### src/verilog/id_pkg.sv
`default_nettype none

package id_pkg;

    // major opcodes, MIPS encodings
    typedef enum logic [5:0] {
        OP_SPECIAL = 6'h00,
        OP_J       = 6'h02,
        OP_JAL     = 6'h03,
        OP_BEQ     = 6'h04,
        OP_BNE     = 6'h05,
        OP_ADDIU   = 6'h09,
        OP_ANDI    = 6'h0c,
        OP_ORI     = 6'h0d,
        OP_XORI    = 6'h0e,
        OP_LUI     = 6'h0f,
        OP_LW      = 6'h23,
        OP_SW      = 6'h2b
    } opcode_t;

    // function field of SPECIAL
    typedef enum logic [5:0] {
        FN_SLL  = 6'h00,
        FN_SRL  = 6'h02,
        FN_SRA  = 6'h03,
        FN_JR   = 6'h08,
        FN_ADDU = 6'h21,
        FN_SUBU = 6'h23,
        FN_AND  = 6'h24,
        FN_OR   = 6'h25,
        FN_XOR  = 6'h26,
        FN_NOR  = 6'h27,
        FN_SLT  = 6'h2a,
        FN_SLTU = 6'h2b
    } funct_t;

    typedef enum logic [3:0] {
        ALU_ADD  = 4'd0,
        ALU_SUB  = 4'd1,
        ALU_SLT  = 4'd2,
        ALU_SLTU = 4'd3,
        ALU_AND  = 4'd4,
        ALU_NOR  = 4'd5,
        ALU_OR   = 4'd6,
        ALU_XOR  = 4'd7,
        ALU_SLL  = 4'd8,
        ALU_SRL  = 4'd9,
        ALU_SRA  = 4'd10,
        ALU_LUI  = 4'd11
    } alu_op_t;

    typedef enum logic [2:0] {
        BR_NONE = 3'd0,
        BR_BEQ  = 3'd1,
        BR_BNE  = 3'd2,
        BR_J    = 3'd3,
        BR_JAL  = 3'd4,
        BR_JR   = 3'd5
    } br_kind_t;

    localparam logic [4:0] REG_ZERO = 5'd0;
    localparam logic [4:0] REG_RA   = 5'd31;   // link register for jal

endpackage

`default_nettype wire
### src/verilog/id_stage.sv
`timescale 1ns/1ns
`default_nettype none

module id_stage import id_pkg::*; (
    input  logic        clk,
    input  logic        reset,
    // fetch side
    input  logic        fs_to_ds_valid,
    input  logic [31:0] fs_pc,
    input  logic [31:0] fs_inst,
    output logic        ds_allowin,
    // execute side
    input  logic        es_allowin,
    output logic        ds_to_es_valid,
    output alu_op_t     es_alu_op,
    output logic        es_src1_is_sa,
    output logic        es_src1_is_pc,
    output logic        es_src2_is_imm,
    output logic        es_src2_is_8,
    output logic        es_zero_extend_imm,
    output logic        es_gr_we,
    output logic        es_mem_we,
    output logic        es_load_op,
    output logic [4:0]  es_dest,
    output logic [15:0] es_imm,
    output logic [31:0] es_rs_value,
    output logic [31:0] es_rt_value,
    output logic [31:0] es_pc,
    // forwarding from later stages
    input  logic        es_fw_valid,
    input  logic        es_fw_we,
    input  logic        es_is_load,
    input  logic [4:0]  es_fw_addr,
    input  logic [31:0] es_fw_value,
    input  logic        ms_fw_valid,
    input  logic        ms_fw_we,
    input  logic [4:0]  ms_fw_addr,
    input  logic [31:0] ms_fw_value,
    input  logic        ws_fw_valid,
    input  logic        ws_fw_we,
    input  logic [4:0]  ws_fw_addr,
    input  logic [31:0] ws_fw_value,
    // write-back port
    input  logic        rf_we,
    input  logic [4:0]  rf_waddr,
    input  logic [31:0] rf_wdata,
    // redirect to fetch
    output logic        br_taken,
    output logic [31:0] br_target
);

    logic        ds_valid;
    logic        ready_go;
    logic [31:0] ds_inst;
    logic [31:0] rf_rdata1;
    logic [31:0] rf_rdata2;
    br_kind_t    br_kind;

    assign ds_to_es_valid = ds_valid && ready_go;

    id_latch u_latch (
        .clk(clk), .reset(reset),
        .fs_to_ds_valid(fs_to_ds_valid), .fs_pc(fs_pc), .fs_inst(fs_inst),
        .es_allowin(es_allowin), .ready_go(ready_go), .ds_allowin(ds_allowin),
        .ds_valid(ds_valid), .ds_pc(es_pc), .ds_inst(ds_inst)
    );

    inst_decoder u_dec (
        .inst(ds_inst), .alu_op(es_alu_op),
        .src1_is_sa(es_src1_is_sa), .src1_is_pc(es_src1_is_pc),
        .src2_is_imm(es_src2_is_imm), .src2_is_8(es_src2_is_8),
        .zero_extend_imm(es_zero_extend_imm), .gr_we(es_gr_we),
        .mem_we(es_mem_we), .load_op(es_load_op),
        .dest(es_dest), .imm(es_imm), .br_kind(br_kind)
    );

    regfile u_rf (
        .clk(clk),
        .raddr1(ds_inst[25:21]), .rdata1(rf_rdata1),   // rs
        .raddr2(ds_inst[20:16]), .rdata2(rf_rdata2),   // rt
        .we(rf_we), .waddr(rf_waddr), .wdata(rf_wdata)
    );

    operand_bypass u_byp (
        .rs(ds_inst[25:21]), .rt(ds_inst[20:16]),
        .rf_rdata1(rf_rdata1), .rf_rdata2(rf_rdata2),
        .es_fw_valid(es_fw_valid), .es_fw_we(es_fw_we), .es_is_load(es_is_load),
        .es_fw_addr(es_fw_addr), .es_fw_value(es_fw_value),
        .ms_fw_valid(ms_fw_valid), .ms_fw_we(ms_fw_we),
        .ms_fw_addr(ms_fw_addr), .ms_fw_value(ms_fw_value),
        .ws_fw_valid(ws_fw_valid), .ws_fw_we(ws_fw_we),
        .ws_fw_addr(ws_fw_addr), .ws_fw_value(ws_fw_value),
        .rs_value(es_rs_value), .rt_value(es_rt_value), .ready_go(ready_go)
    );

    branch_resolve u_br (
        .ds_go(ds_to_es_valid), .ds_pc(es_pc), .inst(ds_inst), .br_kind(br_kind),
        .rs_value(es_rs_value), .rt_value(es_rt_value),
        .br_taken(br_taken), .br_target(br_target)
    );

endmodule

`default_nettype wire

### src/verilog/branch_resolve.sv
`timescale 1ns/1ns
`default_nettype none

module branch_resolve import id_pkg::*; (
    input  logic        ds_go,
    input  logic [31:0] ds_pc,
    input  logic [31:0] inst,
    input  br_kind_t    br_kind,
    input  logic [31:0] rs_value,
    input  logic [31:0] rt_value,
    output logic        br_taken,
    output logic [31:0] br_target
);

    logic [31:0] pc_plus4;
    logic [31:0] br_offset;
    logic        rs_eq_rt;
    logic        cond;

    assign pc_plus4  = ds_pc + 32'd4;
    assign br_offset = {{14{inst[15]}}, inst[15:0], 2'b00};
    assign rs_eq_rt  = (rs_value == rt_value);

    always_comb begin
        case (br_kind)
            BR_BEQ:              cond = rs_eq_rt;
            BR_BNE:              cond = !rs_eq_rt;
            BR_J, BR_JAL, BR_JR: cond = 1'b1;
            default:             cond = 1'b0;
        endcase
    end

    // only an instruction leaving decode may redirect fetch
    assign br_taken = ds_go && cond;

    always_comb begin
        case (br_kind)
            BR_BEQ, BR_BNE: br_target = pc_plus4 + br_offset;
            BR_JR:          br_target = rs_value;
            default:        br_target = {pc_plus4[31:28], inst[25:0], 2'b00};  // j, jal
        endcase
    end

endmodule

`default_nettype wire

### src/verilog/operand_bypass.sv
`timescale 1ns/1ns
`default_nettype none

module operand_bypass import id_pkg::*; (
    input  logic [4:0]  rs,
    input  logic [4:0]  rt,
    input  logic [31:0] rf_rdata1,
    input  logic [31:0] rf_rdata2,
    input  logic        es_fw_valid,
    input  logic        es_fw_we,
    input  logic        es_is_load,
    input  logic [4:0]  es_fw_addr,
    input  logic [31:0] es_fw_value,
    input  logic        ms_fw_valid,
    input  logic        ms_fw_we,
    input  logic [4:0]  ms_fw_addr,
    input  logic [31:0] ms_fw_value,
    input  logic        ws_fw_valid,
    input  logic        ws_fw_we,
    input  logic [4:0]  ws_fw_addr,
    input  logic [31:0] ws_fw_value,
    output logic [31:0] rs_value,
    output logic [31:0] rt_value,
    output logic        ready_go
);

    logic es_fwd_ok;
    logic ms_fwd_ok;
    logic ws_fwd_ok;
    logic load_use;

    // load data not yet available in execute
    assign es_fwd_ok = es_fw_valid && es_fw_we && !es_is_load;
    assign ms_fwd_ok = ms_fw_valid && ms_fw_we;
    assign ws_fwd_ok = ws_fw_valid && ws_fw_we;

    // youngest producer wins
    function automatic logic [31:0] fw_pick(input logic [4:0] addr, input logic [31:0] rf_data);
        logic [31:0] value;
        if (addr == REG_ZERO)
            value = 32'd0;
        else if (es_fwd_ok && es_fw_addr == addr)
            value = es_fw_value;
        else if (ms_fwd_ok && ms_fw_addr == addr)
            value = ms_fw_value;
        else if (ws_fwd_ok && ws_fw_addr == addr)
            value = ws_fw_value;   // covers the rf write cycle
        else
            value = rf_data;
        return value;
    endfunction

    always_comb begin
        rs_value = fw_pick(rs, rf_rdata1);
        rt_value = fw_pick(rt, rf_rdata2);
    end

    assign load_use = es_fw_valid && es_is_load && (es_fw_addr != REG_ZERO)
                      && (es_fw_addr == rs || es_fw_addr == rt);
    assign ready_go = !load_use;

endmodule

`default_nettype wire

### src/verilog/regfile.sv
`timescale 1ns/1ns
`default_nettype none

module regfile (
    input  logic        clk,
    input  logic [4:0]  raddr1,
    output logic [31:0] rdata1,
    input  logic [4:0]  raddr2,
    output logic [31:0] rdata2,
    input  logic        we,
    input  logic [4:0]  waddr,
    input  logic [31:0] wdata
);

    logic [31:0] rf [0:31];

    always_ff @(posedge clk) begin
        if (we) begin
            rf[waddr] <= wdata;   // $0 may be written, never read back
        end
    end

    // async reads, r0 hardwired to zero
    assign rdata1 = (raddr1 == 5'd0) ? 32'd0 : rf[raddr1];
    assign rdata2 = (raddr2 == 5'd0) ? 32'd0 : rf[raddr2];

endmodule

`default_nettype wire

### src/verilog/inst_decoder.sv
`timescale 1ns/1ns
`default_nettype none

module inst_decoder import id_pkg::*; (
    input  logic [31:0] inst,
    output alu_op_t     alu_op,
    output logic        src1_is_sa,
    output logic        src1_is_pc,
    output logic        src2_is_imm,
    output logic        src2_is_8,
    output logic        zero_extend_imm,
    output logic        gr_we,
    output logic        mem_we,
    output logic        load_op,
    output logic [4:0]  dest,
    output logic [15:0] imm,
    output br_kind_t    br_kind
);

    opcode_t    op;
    funct_t     fn;
    logic [4:0] rs;
    logic [4:0] rt;
    logic [4:0] rd;
    logic [4:0] sa;

    assign op  = opcode_t'(inst[31:26]);
    assign rs  = inst[25:21];
    assign rt  = inst[20:16];
    assign rd  = inst[15:11];
    assign sa  = inst[10:6];
    assign fn  = funct_t'(inst[5:0]);
    assign imm = inst[15:0];

    always_comb begin
        // defaults describe a no-op that writes nothing
        alu_op          = ALU_ADD;
        src1_is_sa      = 1'b0;
        src1_is_pc      = 1'b0;
        src2_is_imm     = 1'b0;
        src2_is_8       = 1'b0;
        zero_extend_imm = 1'b0;
        gr_we           = 1'b0;
        mem_we          = 1'b0;
        load_op         = 1'b0;
        dest            = rd;
        br_kind         = BR_NONE;

        case (op)
            OP_SPECIAL: begin
                if (fn == FN_SLL || fn == FN_SRL || fn == FN_SRA) begin
                    if (rs == 5'd0) begin       // shifts take sa, rs must be zero
                        src1_is_sa = 1'b1;
                        gr_we      = 1'b1;
                        alu_op     = (fn == FN_SLL) ? ALU_SLL :
                                     (fn == FN_SRL) ? ALU_SRL : ALU_SRA;
                    end
                end else if (fn == FN_JR) begin
                    if (rt == 5'd0 && rd == 5'd0 && sa == 5'd0) begin
                        br_kind = BR_JR;
                    end
                end else if (sa == 5'd0) begin
                    gr_we = 1'b1;
                    case (fn)
                        FN_ADDU: alu_op = ALU_ADD;
                        FN_SUBU: alu_op = ALU_SUB;
                        FN_SLT:  alu_op = ALU_SLT;
                        FN_SLTU: alu_op = ALU_SLTU;
                        FN_AND:  alu_op = ALU_AND;
                        FN_OR:   alu_op = ALU_OR;
                        FN_XOR:  alu_op = ALU_XOR;
                        FN_NOR:  alu_op = ALU_NOR;
                        default: gr_we  = 1'b0;  // unknown funct
                    endcase
                end
            end
            OP_ADDIU: begin
                src2_is_imm = 1'b1;
                gr_we       = 1'b1;
                dest        = rt;
            end
            OP_ANDI, OP_ORI, OP_XORI: begin
                alu_op          = (op == OP_ANDI) ? ALU_AND :
                                  (op == OP_ORI)  ? ALU_OR  : ALU_XOR;
                src2_is_imm     = 1'b1;
                zero_extend_imm = 1'b1;   // logical ops zero-extend
                gr_we           = 1'b1;
                dest            = rt;
            end
            OP_LUI: begin
                if (rs == 5'd0) begin
                    alu_op      = ALU_LUI;
                    src2_is_imm = 1'b1;
                    gr_we       = 1'b1;
                    dest        = rt;
                end
            end
            OP_LW: begin
                src2_is_imm = 1'b1;   // address = rs + offset
                gr_we       = 1'b1;
                load_op     = 1'b1;
                dest        = rt;
            end
            OP_SW: begin
                src2_is_imm = 1'b1;
                mem_we      = 1'b1;
            end
            OP_BEQ: br_kind = BR_BEQ;
            OP_BNE: br_kind = BR_BNE;
            OP_J:   br_kind = BR_J;
            OP_JAL: begin
                // link value is pc + 8 computed in execute
                src1_is_pc = 1'b1;
                src2_is_8  = 1'b1;
                gr_we      = 1'b1;
                dest       = REG_RA;
                br_kind    = BR_JAL;
            end
            default: ;
        endcase
    end

endmodule

`default_nettype wire

### src/verilog/id_latch.sv
`timescale 1ns/1ns
`default_nettype none

module id_latch (
    input  logic        clk,
    input  logic        reset,
    input  logic        fs_to_ds_valid,
    input  logic [31:0] fs_pc,
    input  logic [31:0] fs_inst,
    input  logic        es_allowin,
    input  logic        ready_go,
    output logic        ds_allowin,
    output logic        ds_valid,
    output logic [31:0] ds_pc,
    output logic [31:0] ds_inst
);

    // empty, or the held instruction leaves this cycle
    assign ds_allowin = !ds_valid || (ready_go && es_allowin);

    always_ff @(posedge clk) begin
        if (reset) begin
            ds_valid <= 1'b0;
        end else if (ds_allowin) begin
            ds_valid <= fs_to_ds_valid;   // bubble when fetch has nothing
        end
    end

    // payload only moves on a real transfer
    always_ff @(posedge clk) begin
        if (fs_to_ds_valid && ds_allowin) begin
            ds_pc   <= fs_pc;
            ds_inst <= fs_inst;
        end
    end

endmodule

`default_nettype wire

### config.mk
export PLATFORM = sky130hd
export DESIGN_NAME = id_stage
export DESIGN_NICKNAME = d
export VERILOG_FILES = /design/src/verilog/id_pkg.sv /design/src/verilog/id_stage.sv /design/src/verilog/branch_resolve.sv /design/src/verilog/operand_bypass.sv /design/src/verilog/regfile.sv /design/src/verilog/inst_decoder.sv /design/src/verilog/id_latch.sv
export SDC_FILE = /design/constraint.sdc
export NUM_CORES = 2
export LEC_CHECK = 0
export ABC_CLOCK_PERIOD_IN_PS = 4100
export BUFFER_PORTS_ARGS = -buffer_cell sky130_fd_sc_hd__buf_4
export CAP_MARGIN = 40
export CORE_AREA = 5 5 405 407
export DETAILED_ROUTE_END_ITERATION = 7
export DIE_AREA = 0 0 410 412
export GPL_TIMING_DRIVEN = 0
export SYNTH_ARGS = -nofsm -noshare
export SYNTH_HDL_FRONTEND = slang
export SYNTH_HIERARCHICAL = 1
export SYNTH_SLANG_ARGS = --single-unit
### constraint.sdc
create_clock -name clk -period 4.1 [get_ports clk]
set_input_delay 0.205 -clock clk [delete_from_list [all_inputs] [get_ports clk]]
set_output_delay 0.205 -clock clk [all_outputs]
set_load 0.01 [all_outputs]
==> results.yml <==
pwr:
  irDropWorstVdd_mv: 0.3607
  cellInternalPower_uw: 20950
  p_clk_share_pct: 35.8
  power_density_nw_per_um2: 376.9
  power_switching_uw: 8223
  comb_power_share_pct: 21.2
  p_leak_uw: 0.02618
  seq_power_share_pct: 43.0
  p_sw_share_pct: 28.19
setup_path:
  path_buf_inv: 7
  cp_top_family: "compound AO/OA/AOI/OAI gates"
  critPathMaxFanout: 8
  crit_type: "flop to output port"
  critical_path.cell_chain: "buf_6 -> buf_12 -> buf_16 -> buf_12 -> buf_16 -> buf_12 -> mux4_2 -> mux2i_4 -> o22ai_4 -> a211o_1 -> o221ai_4 -> a221oi_4 -> xor2_1 -> nor4_1 -> nand4_1 -> nor2_2 -> mux2i_1 -> nor2_1 -> o21a_1 -> buf_4"
  endpoint_kind: "output port"
  required_ps: 3890
  slowest_delay_ps: 520
  cp_common_cell: "buf_12"
  worstPathArrival_ps: 5160
  start_kind: "flop"
  slowest_stage: "mux4_2"
synthesis:
  yosysWarnings: 6
  async_flop_share_pct: 0
  synth_flop_cell: "edfxtp_1"
  synth-xor-area-share_pct: 1.870
  ys_types: 91
  synth-compound-area-share_pct: 9.888
  yosys_register_bits: 1089
  syn_area_per_cell_um2: 16.35
  synth_top_family_by_area: "multiplexers"
  synth_edf_count: 1088
  synthTopCellsByCount: "edfxtp_1, mux4_2, mux2i_1"
  synth.most_common_cell: "edfxtp_1"
  syn_inst: 3400
  synth_top_cell_area_share_pct: 58.76
  synth_seq_area_share_pct: 58.80
  synthesis.nets: 3661
  yosys.area.top_type: "edfxtp_1"
  synth.area.mux_share_pct: 21.03
  synth-simple-area-share_pct: 4.544
  synth_area_leaders: "edfxtp_1, mux4_2, mux2i_1"
  netlist_area_um2: 55600
  synthAdderAreaFrac_pct: 0.8461
cells_and_area:
  area_delta_synth_final_pct: 39.21
  stdcell_count: 6591
  nets: 4658
  finish.instance_area_um2: 77400
  drive_gt1_share_pct: 49.97
timing:
  worstMarginPinSlew_ps: 926.3
  hold_violations: 0
  slew_violations: 0
  worst_slack_ps: -1269
  finClkSkew_ps: 28.73
  hold_slack_ps: 158.9
  setup_viol: 81
  max_slew_margin_pct: 38.10
  final.min_clock_period_ps: 5369
  fin_crit_sh_pct: 131.0
  rsz0062_at_grt: "true"
  fmax_mhz: 186.2
drt:
  route.antenna.remaining_nets: 0
  vias: 42597
  drtIter0Drc: 6680
  drt_drc_violations_left: 0
  wl_per_cell_um: 39.33
  totalWireLength_mm: 259.3
  via_per_inst: 6.463
  firstDrtPassIters: 6
floorplanning:
  ios: 388
  core_area_um2: 159800
  rows: 147
  die_area_um2: 168900
  fp.dieH_um: 412
  start_util_pct: 34.79
  fp.dieW_um: 410
place:
  placed_area_um2: 63060
  placed_cells: 5983
  io_buffers: 387
  routabilityCongestion: 1.016
  detailed_place_hpwl_mm: 184.5
worst_hold_path:
  holdCritPathClass: "input port to flop"
global_route:
  grt_max_degree: 52
  antenna_found_initial: 13
  grt_pass1_vias: 40436
  track_usage_pct: 29.18
  gr-total-overflow: 0
  grt_pass1_wl_mm: 340.2
clocking:
  cts_sinks: 1089
  clockBufferDepth: 3
  insertion_delay_ps: 770
  clk_pin_slew_ps: 60
  root_buffer: "clkbuf_16"
  htreeDepth: 3
  cts_tree: "yes"
  cts_buffers: 115
run_status:
  outcome: "finished, violations left"
  violations: "setup timing"
run:
  drv_cap: 0
-- worst register-to-register path, delay by kind of cell, from the launching register on --
family	cells	cell delay, ps
AOI/OAI and AO/OA	2	600
buffers and inverters	3	1050
xor gates and xnor gates	1	170
and+or+nand+nor	3	900
DFF	1	520
-- logic make-up after synthesis --
logic type	Yosys count
compound gates	692
xor+xnor	117
fa+ha+maj	37
buf+inv	342
flops	1089
mux	634
simple gates	489
-- placed cells by master, fill, tap and decap left out, types with 54 or more instances in the layout --
cell type,instances
clkbuf_16,130
clkbuf_1,61
xor2_1,69
a21oi_1,104
nor2_1,76
o221ai_2,54
buf_6,160
mux2i_1,117
nand2_1,115
buf_4,569
dlygate4sd3_1,99
mux4_2,425
edfxtp_1,1088
buf_12,82
-- state kept, by name (all words and copies together) (netlist names) --
signal            flops
u_latch/ds_pc        32
u_rf/rf            1024
u_latch/ds_valid      1
u_latch/ds_inst      32
-- per-stage QoR --
stage	worst slack [ps]	utilization, %	TNS (ps)	total power [uW]
after detailed placement	-2664	39.46	-98510	17070
after global routing	-1417	48.41	-18960	29810
after floorplan	331.3	-	0	14810
after global placement	-3255	38.24	-602470	16940
final	-1269	48.43	-16720	29170
after CTS	-1160	46.59	-17780	28630
-- final cells by class --
type                            instances  area [um^2]
Antenna cell                           12        30.03
Buffer                                283         2922
Clock buffer                          136         2957
Clock inverter                         77        802.0
Fill cell                           13203        82430
Inverter                               48        183.9
Multi-Input combinational cell       1969        26160
Sequential cell                      1089        32690
Tap cell                             2086         2610
Timing Repair Buffer                  891         9042
-- timing repair --
item	CTS	global route
gates resized for setup	1100	392
cloned	10	13
endpoints found under the hold margin	1087	0
hold buffers	99	0
pin swaps	166	187
setup endpoints to repair	97	97
buffers inserted	160	138
-- per-layer routing --
metal / global-route usage [%] / up-vias / wire length (um)
li1: - / 16397 / -
met1: 34.49 / 21932 / 86090
met2: 45.46 / 3489 / 116600
met3: 8.971 / 775 / 32560
met4: 20.78 / 4 / 23950
met5: 0 / - / 21
-- path summary, 6_finish.rpt --
path                       start           endpoint  slack, ps  cells past startpoint
min                    fs_pc[10]  u_latch/ds_pc[10]        160                      2
min reg2reg     u_latch/ds_valid   u_latch/ds_pc[2]       1000                      2
max reg2reg  u_latch/ds_inst[23]  u_latch/ds_pc[28]        470                      9
max          u_latch/ds_inst[22]           br_taken      -1270                     20
-- power by group through the flow --
stage | sequential [uW] | clock (uW) | combinational (uW)
after global routing | 12600 | 11000 | 6260
after detailed placement | 12800 | 0 | 4260
after global placement | 12800 | 0 | 4100
final | 12500 | 10400 | 6170
after CTS | 12500 | 10500 | 5550
after floorplan | 12800 | 0 | 2050
Power figures use the tool's default switching activity.
